<file path="src/include/dataPath_settings.svh">
// datapath settings: word width, general register count and multiply length
`ifndef DATAPATH_SETTINGS_SVH
`define DATAPATH_SETTINGS_SVH

// width of one data word on the bus
`define DATA_WIDTH 32

// general purpose registers in the register file
`define REG_COUNT 16

// the shift-add multiplier retires one multiplier bit per cycle
`define MUL_STEPS `DATA_WIDTH

`endif

</file>
<file path="src/rtl/dataPathPkg.sv">
// datapath package: word, register index, ALU operation, bus source and control word types
`include "dataPath_settings.svh"

package dataPathPkg;

    typedef logic [`DATA_WIDTH-1:0]   word_t;   // one data word
    typedef logic [2*`DATA_WIDTH-1:0] zWord_t;  // Z register, high and low word
    typedef logic [3:0]               regIdx_t; // general register index

    // ALU operation codes, Y is operand A and the bus is operand B
    typedef enum logic [4:0] {
        opAdd  = 5'd0,
        opSub  = 5'd1,
        opAnd  = 5'd2,
        opOr   = 5'd3,
        opShl  = 5'd4,
        opShr  = 5'd5,
        opShra = 5'd6,  // arithmetic, keeps the sign bit
        opRol  = 5'd7,
        opRor  = 5'd8,
        opNeg  = 5'd9,  // two's complement of the bus
        opNot  = 5'd10, // bitwise inverse of the bus
        opMul  = 5'd11  // multi-cycle, unsigned
    } aluOp_t;

    // which register drives the shared bus
    typedef enum logic [3:0] {
        busNone = 4'd0, // bus reads as zero
        busRf   = 4'd1,
        busPc   = 4'd2,
        busIr   = 4'd3,
        busY    = 4'd4,
        busZlo  = 4'd5,
        busZhi  = 4'd6,
        busMar  = 4'd7,
        busHi   = 4'd8,
        busLo   = 4'd9,
        busMdr  = 4'd10
    } busSrc_t;

    // one control word per cycle from the external controller
    typedef struct packed {
        busSrc_t busSrc;
        regIdx_t rfSelect;
        logic    rfIn;
        logic    pcIn;
        logic    incPc;    // pcIn has priority
        logic    irIn;
        logic    yIn;
        logic    marIn;
        logic    hiIn;
        logic    loIn;
        logic    mdrIn;
        logic    read;     // MDR takes memory data instead of the bus
        logic    start;
        aluOp_t  aluOp;
    } ctrlWord_t;

    typedef enum logic {
        aluIdle,
        aluMul
    } aluState_t;

endpackage

</file>
<file path="src/rtl/alu.sv">
// ALU with Z register: single-cycle operations and an unsigned shift-add multiplier
`include "dataPath_settings.svh"

module alu (
    input  logic                Clock,
    input  logic                rst,
    input  logic                start,
    input  dataPathPkg::aluOp_t aluOp,
    input  dataPathPkg::word_t  yValue,   // operand A
    input  dataPathPkg::word_t  busValue, // operand B
    output dataPathPkg::zWord_t zValue,
    output logic                finished
);

    import dataPathPkg::*;

    localparam int CountWidth = $clog2(`MUL_STEPS);
    localparam logic [CountWidth-1:0] LastStep = CountWidth'(`MUL_STEPS - 1);

    aluState_t state;
    zWord_t    zReg;
    word_t     singleResult;
    logic [4:0] shiftCount;
    logic [2*`DATA_WIDTH-1:0] rolWide;
    logic [2*`DATA_WIDTH-1:0] rorWide;

    // multiplier working registers
    zWord_t    mulCand;   // multiplicand, shifts left each step
    word_t     mulPlier;  // multiplier, shifts right each step
    zWord_t    partialSum;
    logic [CountWidth-1:0] stepCount;

    assign shiftCount = busValue[4:0]; // only the low five bits count

    // rotates shift a doubled copy and keep one half
    assign rolWide = {yValue, yValue} << shiftCount;
    assign rorWide = {yValue, yValue} >> shiftCount;

    always_comb begin
        case (aluOp)
            opAdd:   singleResult = yValue + busValue;
            opSub:   singleResult = yValue - busValue;
            opAnd:   singleResult = yValue & busValue;
            opOr:    singleResult = yValue | busValue;
            opShl:   singleResult = yValue << shiftCount;
            opShr:   singleResult = yValue >> shiftCount;
            opShra:  singleResult = word_t'($signed(yValue) >>> shiftCount);
            opRol:   singleResult = rolWide[2*`DATA_WIDTH-1:`DATA_WIDTH];
            opRor:   singleResult = rorWide[`DATA_WIDTH-1:0];
            opNeg:   singleResult = -busValue;
            opNot:   singleResult = ~busValue;
            default: singleResult = '0; // opMul goes through the sequencer
        endcase
    end

    // add the shifted multiplicand when the current multiplier bit is set
    assign partialSum = zReg + (mulPlier[0] ? mulCand : '0);

    always_ff @(posedge Clock) begin
        if (rst) begin
            state     <= aluIdle;
            zReg      <= '0;
            finished  <= 1'b0;
            stepCount <= '0;
        end else begin
            finished <= 1'b0;
            case (state)
                aluIdle: begin
                    if (start) begin
                        if (aluOp == opMul) begin
                            state     <= aluMul;
                            zReg      <= '0;  // accumulator starts empty
                            stepCount <= '0;
                        end else begin
                            zReg     <= zWord_t'(singleResult);
                            finished <= 1'b1;
                        end
                    end
                end
                aluMul: begin
                    zReg      <= partialSum;
                    stepCount <= stepCount + 1'b1;
                    if (stepCount == LastStep) begin
                        state    <= aluIdle;
                        finished <= 1'b1;
                    end
                end
            endcase
        end
    end

    // operands are captured at the start edge, bus and Y are free afterwards
    always_ff @(posedge Clock) begin
        if (state == aluIdle && start && aluOp == opMul) begin
            mulCand  <= zWord_t'(yValue);
            mulPlier <= busValue;
        end else if (state == aluMul) begin
            mulCand  <= mulCand << 1;
            mulPlier <= mulPlier >> 1;
        end
    end

    assign zValue = zReg;

    noStartWhileMul: assert property (
        @(posedge Clock) disable iff (rst)
        state == aluMul |-> !start
    ) else $error("start raised while the multiplier is busy");

    finishedOnePulse: assert property (
        @(posedge Clock) disable iff (rst)
        finished |=> !finished
    ) else $error("finished held for more than one cycle");

endmodule

</file>
<file path="src/rtl/dataPath.sv">
// single-bus datapath top: register file, special register bank and ALU on one shared bus
module dataPath (
    input  logic                  Clock,
    input  logic                  rst,
    input  dataPathPkg::ctrlWord_t ctrl,     // one control word per cycle
    input  dataPathPkg::word_t    mdataIn,  // memory read data
    output dataPathPkg::word_t    busValue,
    output dataPathPkg::word_t    marValue, // memory address
    output logic                  finished  // ALU done pulse
);

    import dataPathPkg::*;

    word_t  rfValue;
    word_t  yValue;
    zWord_t zValue;

    // general registers, written from the bus
    registerFile rf0 (
        .Clock    (Clock),
        .rst      (rst),
        .rfSelect (ctrl.rfSelect),
        .rfIn     (ctrl.rfIn),
        .busValue (busValue),
        .rfValue  (rfValue)
    );

    // special registers, also owns the bus multiplexer
    regBank rb0 (
        .Clock    (Clock),
        .rst      (rst),
        .ctrl     (ctrl),
        .mdataIn  (mdataIn),
        .rfValue  (rfValue),
        .zValue   (zValue),
        .busValue (busValue),
        .marValue (marValue),
        .yValue   (yValue)
    );

    // Y is operand A, the bus is operand B
    alu alu0 (
        .Clock    (Clock),
        .rst      (rst),
        .start    (ctrl.start),
        .aluOp    (ctrl.aluOp),
        .yValue   (yValue),
        .busValue (busValue),
        .zValue   (zValue),
        .finished (finished)
    );

endmodule

</file>
<file path="src/rtl/regBank.sv">
// special register bank holding PC, IR, MAR, MDR, Y, HI and LO and driving the shared bus
`include "dataPath_settings.svh"

module regBank (
    input  logic                  Clock,
    input  logic                  rst,
    input  dataPathPkg::ctrlWord_t ctrl,
    input  dataPathPkg::word_t    mdataIn,  // data from external memory
    input  dataPathPkg::word_t    rfValue,  // selected general register
    input  dataPathPkg::zWord_t   zValue,   // ALU result register
    output dataPathPkg::word_t    busValue,
    output dataPathPkg::word_t    marValue, // memory address
    output dataPathPkg::word_t    yValue    // ALU operand A
);

    import dataPathPkg::*;

    word_t pc;
    word_t ir;
    word_t mar;
    word_t mdr;
    word_t y;
    word_t hi;
    word_t lo;

    // a load from the bus beats the increment
    always_ff @(posedge Clock) begin
        if (rst) begin
            pc <= '0;
        end else if (ctrl.pcIn) begin
            pc <= busValue;
        end else if (ctrl.incPc) begin
            pc <= pc + word_t'(1);
        end
    end

    // memory data register
    always_ff @(posedge Clock) begin
        if (rst) begin
            mdr <= '0;
        end else if (ctrl.mdrIn) begin
            mdr <= ctrl.read ? mdataIn : busValue;
        end
    end

    // remaining registers load straight from the bus
    always_ff @(posedge Clock) begin
        if (rst) begin
            ir  <= '0;
            mar <= '0;
            y   <= '0;
            hi  <= '0;
            lo  <= '0;
        end else begin
            if (ctrl.irIn) begin
                ir <= busValue;
            end
            if (ctrl.marIn) begin
                mar <= busValue;
            end
            if (ctrl.yIn) begin
                y <= busValue;
            end
            if (ctrl.hiIn) begin
                hi <= busValue;
            end
            if (ctrl.loIn) begin
                lo <= busValue;
            end
        end
    end

    // bus multiplexer picking one driver per cycle
    always_comb begin
        case (ctrl.busSrc)
            busNone: busValue = '0;
            busRf:   busValue = rfValue;
            busPc:   busValue = pc;
            busIr:   busValue = ir;
            busY:    busValue = y;
            busZlo:  busValue = zValue[`DATA_WIDTH-1:0];
            busZhi:  busValue = zValue[2*`DATA_WIDTH-1:`DATA_WIDTH];
            busMar:  busValue = mar;
            busHi:   busValue = hi;
            busLo:   busValue = lo;
            busMdr:  busValue = mdr;
            default: busValue = '0; // unused encodings
        endcase
    end

    assign marValue = mar;
    assign yValue   = y;

    // a memory read into MDR while MDR also drives the bus would mix old and new data
    mdrReadWhileDriving: assert property (
        @(posedge Clock) disable iff (rst)
        !(ctrl.mdrIn && ctrl.read && ctrl.busSrc == busMdr)
    ) else $error("MDR loaded from memory while driving the bus");

endmodule

</file>
<file path="src/rtl/registerFile.sv">
// general register file: sixteen words, one combinational read port and one write port
`include "dataPath_settings.svh"

module registerFile (
    input  logic                Clock,
    input  logic                rst,
    input  dataPathPkg::regIdx_t rfSelect, // read and write share the index
    input  logic                rfIn,
    input  dataPathPkg::word_t  busValue,
    output dataPathPkg::word_t  rfValue
);

    import dataPathPkg::*;

    word_t regs [`REG_COUNT];

    // write the bus into the selected entry
    always_ff @(posedge Clock) begin
        if (rst) begin
            for (int i = 0; i < `REG_COUNT; i++) begin
                regs[i] <= '0;
            end
        end else if (rfIn) begin
            regs[rfSelect] <= busValue;
        end
    end

    // read is combinational, a write shows up the cycle after
    assign rfValue = regs[rfSelect];

endmodule

</file>
<file path="config.mk">
export PLATFORM = sky130hd
export DESIGN_NAME = dataPath
export DESIGN_NICKNAME = d
export VERILOG_FILES = /design/src/rtl/dataPathPkg.sv /design/src/rtl/alu.sv /design/src/rtl/dataPath.sv /design/src/rtl/regBank.sv /design/src/rtl/registerFile.sv
export VERILOG_INCLUDE_DIRS = /design/src /design/src/include
export SDC_FILE = /design/constraint.sdc
export NUM_CORES = 2
export LEC_CHECK = 0
export BUFFER_PORTS_ARGS = -buffer_cell sky130_fd_sc_hd__buf_2
export CAP_MARGIN = 20
export CELL_PAD_IN_SITES_DETAIL_PLACEMENT = 0
export CELL_PAD_IN_SITES_GLOBAL_PLACEMENT = 1
export CORE_MARGIN = 2
export CORE_UTILIZATION = 50
export DETAILED_ROUTE_END_ITERATION = 8
export GPL_ROUTABILITY_DRIVEN = 0
export PLACE_DENSITY_LB_ADDON = 0.1
export SYNTH_ARGS = -nofsm -noshare
export SYNTH_HDL_FRONTEND = slang
export SYNTH_SLANG_ARGS = --single-unit
export TNS_END_PERCENT = 100
</file>
<file path="constraint.sdc">
create_clock -name Clock -period 7.65 [get_ports Clock]
set_clock_uncertainty 0.15 [all_clocks]
set_input_delay 1.1475 -clock Clock [delete_from_list [all_inputs] [get_ports Clock]]
set_output_delay 1.1475 -clock Clock [all_outputs]
set_load 0.01 [all_outputs]
</file>
; After elaboration in Yosys (flattened, before gate mapping)
; Memories as Yosys holds them, arrays and structs flattened.
; Cells that the tools add are included.
[totals]
reg_bits = 391
ram_bits = 512
output_inout_bits = 65
mem_count = 1
[memory_table]
columns = memory, depth, width, rd, rd_ports_with_merged_regs, write_ports, line
row1 = rf0.regs, 16, 32, 1, 0, 16, registerFile.sv:15  ; word_t regs [`REG_COUNT];
[op_classes]
n_addsub = 6
eq_ne = 24
shifts = 5
mux = 32
bitwise = 4
n_reduce_logical = 7
[op_table]
columns = cell, n
row1 = 32-bit case mux with 11 select lines, 1
row2 = 32-bit case mux with 10 select lines, 1
row3 = 32-bit 2-to-1 mux, 9
row4 = 64-bit 2-to-1 mux, 2
row5 = 64-bit case mux with 2 select lines, 1
row6 = 64-bit adder, 1
row7 = 64-bit by 5-bit << shifter with 64-bit output, 1
row8 = 64-bit by 5-bit >> shifter with 32-bit output, 1
row9 = "32-bit by 1-bit adder with 32-bit output, second input constant", 1
row10 = 32-bit adder, 1
row11 = 32-bit bitwise AND, 1
row12 = 32-bit negation, 1
row13 = 32-bit inverter, 1
row14 = 32-bit OR, 1
row15 = 32-bit OR reduction, 1
row16 = 32-bit by 5-bit << shifter with 32-bit output, 1
row17 = 32-bit by 5-bit >> shifter with 32-bit output, 1
row18 = 32-bit by 5-bit >>> shifter with 32-bit output, 1
row19 = 32-bit subtractor, 1
row20 = "5-bit by 3-bit equality test with 1-bit output, second input constant", 4
row21 = "5-bit by 4-bit equality test with 1-bit output, second input constant", 4
row22 = "4-bit by 3-bit equality test with 1-bit output, second input constant", 4
row23 = "4-bit equality test, second input constant", 3
row24 = 1-bit 2-to-1 mux, 12
row25 = 17 further kinds, 23

; Depth between registers and ports, before layout
[depth]
ltp_word = 7
ltp_mapped = 26
mapped_depth_nobuf = 19

; Hierarchy
; A second synthesis with hierarchy kept.
[hier_totals]
hier_cells = 5347
area_unflattened_um2 = 54573.6
[by_module_without_submodules]
columns = module, n_inst, cells_each, area_each_um2
row1 = registerFile, 1, 1418, 22904.5
row2 = alu, 1, 2621, 20310.7
row3 = regBank, 1, 1308, 11358.4

; Least setup slack after synthesis
; No wires, ideal clock.
[synth_path]
path_type = input to register
from = input port ctrl[17] in the netlist's numbering
to = register alu0.zReg[28] (netlist: alu0.zValue[28])
arrival_ps = 6743
required_ps = 7375
setup_slack_ps = 631
cell_stages = 23
path_buffers = 8
cell_sequence = buf_2 -> buf_4 -> buf_2 -> buf_2 -> buf_2 -> buf_1 -> mux4_2 -> mux4_2 -> a21oi_1 -> clkbuf_1 -> ha_1 -> clkbuf_1 -> a211o_1 -> o221ai_1 -> a31oi_1 -> a221oi_1 -> o2111ai_1 -> a211oi_1 -> o21bai_1 -> a21o_1 -> xor2_1 -> a211o_1 -> o2bb2ai_1
[synth_between]
elab_chain_cells = 7
elab_cells_between_ends = 17
[synth_lines]
columns = element, line
row1 = start: declaration, dataPath.sv:5  ; input dataPathPkg::ctrlWord_t ctrl,
row2 = memory read 16 x 32 bit *, -
row3 = 32-bit case mux with 10 select lines *, regBank.sv:75  ; case (ctrl.busSrc)
row4 = 32-bit negation (tied with other cells), alu.sv:50  ; opNeg: singleResult = -busValue;
row5 = 32-bit case mux with 11 select lines *, alu.sv:40  ; case (aluOp)
row6 = 32-bit 2-to-1 mux *, alu.sv:70  ; if (aluOp == opMul) begin
row7 = 64-bit 2-to-1 mux *, alu.sv:69  ; if (start) begin
row8 = 64-bit case mux with 2 select lines *, alu.sv:67  ; case (state)
row9 = end signal: assignment, alu.sv:75  ; zReg <= zWord_t'(singleResult);
row10 = end signal: assignment, alu.sv:81  ; zReg <= partialSum;
row11 = end: declaration, alu.sv:21  ; zWord_t zReg;
; Mark *: on every way between the ends. The rest lies on a longest branch, timed or not. The select of a mux whose other input is x is not followed.
; A chain may end at the register's enable or synchronous reset.

; Worst setup path in the final report
[layout_path]
from = input port ctrl[22] in the netlist's numbering
to = register alu0.zReg[13] (netlist: alu0.zValue[13])
[layout_between]
elab_chain_cells = 7
elab_cells_between_ends = 26
[layout_lines]
columns = element, line
row1 = 4-bit equality test (tied with other cells), regBank.sv:75
row2 = 32-bit case mux with 10 select lines *, regBank.sv:75
row3 = 32-bit negation (tied with other cells), alu.sv:50
row4 = 32-bit case mux with 11 select lines *, alu.sv:40
row5 = 32-bit 2-to-1 mux *, alu.sv:70
row6 = 64-bit 2-to-1 mux *, alu.sv:69
row7 = 64-bit case mux with 2 select lines *, alu.sv:67
; Marks and branches as above.

==> out/metrics.cfg <==
[placement]
dp_hpwl_um = 154700
dpl.cell_count = 6636
io_buffers = 122

[drt]
wire_per_inst_um = 32.81
vias_per_cell = 6.848
final_antenna_net_count = 0
first_pass_iters = 9
drt-initial-drc-count = 7452
drc_errors = 1
vias = 46680
routed_wl_um = 223600

[worst_setup_path]
crit_path_frequent_cell = buf_4
required_ns = 7.99
critPathKind = in2reg
cp_max_fo = 53
cp-end-kind = flip-flop
crit_slowest_cell = a32oi_1
path_cells = buf_2 -> and4bb_2 -> o2bb2ai_1 -> or4_4 -> nor3_4 -> buf_4 -> buf_4 -> mux2i_1 -> nand2_1 -> a32oi_1 -> o311ai_0 -> a22oi_1 -> a221oi_1
slowest_delay_ns = 0.89
reg2reg_slack_ns = 2.02
cp_data_arrival_time_ns = 6.90
reg2reg_depth = 13
setup.worst_path.start_class = input port

[outcome]
violations = DRC
outcome = finished with violations

[clock_tree]
clk_pin_slew_ns = 0.06
clockRootBuffer = clkbuf_16
cts_buffer_depth = 3
cts_buffers = 98
cts_resized = 0
clk_latency_ns = 0.73
cts_setup_buffers = 0
hold_buffers = 0
htree_levels = 3
clock-sinks = 903
cts_tree = done

[pwr]
p_leak_nw = 21.96
finalPower_w = 0.01244
p_per_area_nw_per_um2 = 213.2
ir_worst_vdd_mv = 0.2821

[worst_hold_path]
hp-class = reg2reg
hold_depth = 2

[logic_synthesis]
async_reset_ff_share_pct = 0
yosys.area.top_type = edfxtp_1
synthTopCellsByCount = nor2_1, edfxtp_1, nand2_1
synth.distinct_cells = 110
synth.avg_cell_area_um2 = 9.796
ys_ff_latch = 903
synth_top_area_share_pct = 32.63
synth_edf_count = 576
ys_warn_count = 0
syn_inst = 5412
yosysMostFrequentCell = nor2_1
ys.flop_type = edfxtp_1
synthesis.area_um2 = 53020
synth.area.top_cells = edfxtp_1, dfxtp_1, nor2_1
syn_nets = 5634
ys_seq_area_share_pct = 44.97

[floorplanning]
rows = 119
dieArea_um2 = 108700
io_pins = 123
die_w_um = 329.6
start_util_pct = 50.36
die_h_um = 329.6
core_area_um2 = 105300

[job]
max_cap_viol_count = 0

[grt]
grt_pass1_vias = 43200
grt_max_degree = 97
grt_usage_pct = 40.47
grt_first_pass_wirelength_um = 315800
grt-ovfl-total = 0
antenna_found_initial = 7

[sta]
fin_crit_sh_pct = 85.77
fin_crit_ns = 6.562
slew_headroom_pct = 6.466
worst_slew_pin_slew_ns = 1.403
max_freq_mhz = 152.4
finalHoldViolations = 0
setup_viol = 0
rsz0062_at_grt = false
drv_slew = 0
final.setup.tns_ns = 0

[layout]
seq_area_um2 = 23850
syn2layout_area_growth_pct = 10.12
n_fill_cell = 9311
drive_above_1_share_pct = 13.40
multiInputGateArea_um2 = 27160
nets = 5568
fin_cells = 6816

[power by group]
part           leakage (nW)  switching, W  internal (W)
registers              8.57      0.000146       0.00536
logic                  11.8       0.00151      0.000685
clock network          1.55       0.00207       0.00267
total                  22.0       0.00373       0.00871
[critical path: cells and delay by family]
| kind | cells | cell delay, ns |
|---|---|---|
| simple gates | 4 | 1.36 |
| compound gates | 5 | 2.09 |
| buf+inv | 3 | 1.70 |
| mux | 1 | 0.55 |
[state kept, by name (all words and copies together), names as in the netlist]
| signal | count |
|---|---|
| alu0.zValue | 64 |
| alu0.mulPlier | 32 |
| alu0.mulCand | 64 |
| alu0.state | 1 |
| rb0.marValue | 32 |
| alu0.stepCount | 5 |
| alu0.finished | 1 |
| rb0.hi | 32 |
| rb0.yValue | 32 |
| rb0.ir | 32 |
| rf0.regs | 512 |
| rb0.pc | 32 |
| rb0.lo | 32 |
| rb0.mdr | 32 |
[placed cells by master, fill, tap and decap left out, types with 88 or more instances in the layout]
| cell type | count |
|---|---|
| a211oi_1 | 246 |
| a21oi_1 | 234 |
| a22oi_1 | 109 |
| buf_2 | 119 |
| buf_4 | 170 |
| clkbuf_16 | 100 |
| dfxtp_1 | 326 |
| edfxtp_1 | 576 |
| ha_1 | 161 |
| inv_1 | 117 |
| mux2i_1 | 168 |
| mux4_2 | 148 |
| nand2_1 | 379 |
| nand3_1 | 88 |
| nor2_1 | 937 |
| o21ai_0 | 261 |
| xnor2_1 | 91 |
[final cells by class]
| type | instances | area share [%] |
|---|---|---|
| flip-flops and latches | 903 | 40.85 |
| clock buffers | 136 | 4.672 |
| repair buffers | 297 | 3.425 |
| diodes | 1 | 0.004287 |
| clock inverters | 42 | 0.7394 |
| inverters | 122 | 0.7994 |
| well taps | 1391 | 2.981 |
| multi-input cells | 3924 | 46.53 |
[final timing paths]
check                                       from                              to
setup / recovery                        ctrl[22]    alu0.zValue[13]$_SDFFE_PP0P_
setup reg to reg      rb0.yValue[0]$_SDFFE_PP0P_    alu0.zValue[13]$_SDFFE_PP0P_
hold reg to reg   alu0.stepCount[3]$_SDFFE_PP0P_  alu0.stepCount[3]$_SDFFE_PP0P_
hold / removal    alu0.stepCount[3]$_SDFFE_PP0P_  alu0.stepCount[3]$_SDFFE_PP0P_
[per-layer routing]
metal / global-route usage [%] / vias up / routed length, µm
met3: 12.74 / 738 / 29170
met1: 53.17 / 22640 / 83950
met2: 58.87 / 3228 / 94200
met5: 0 / - / 69
met4: 23.60 / 10 / 16230
li1: - / 20070 / -
[kinds of logic after synthesis]
| group | after synthesis | share of synthesized area, % |
|---|---|---|
| fa+ha+maj | 164 | 3.913 |
| simple gates | 1808 | 15.00 |
| buf+inv | 585 | 4.588 |
| xor+xnor | 125 | 2.065 |
| compound gates | 1491 | 19.57 |
| mux | 336 | 9.893 |
| flops | 903 | 44.97 |
[stage by stage]
stage	utilization, %	instance area, µm²	hold WS (ns)	worst slack (ns)
CTS	55.45	58370	0.3302	1.294
floorplan	-	53020	0.2923	0.6313
global placement	52.45	55210	0.3116	0.6892
finish	55.46	58380	0.3273	1.088
detailed placement	52.45	55210	0.3245	0.6092
global route	55.46	58380	0.3519	0.8341
Note: power is estimated with default switching activity, not from simulation.
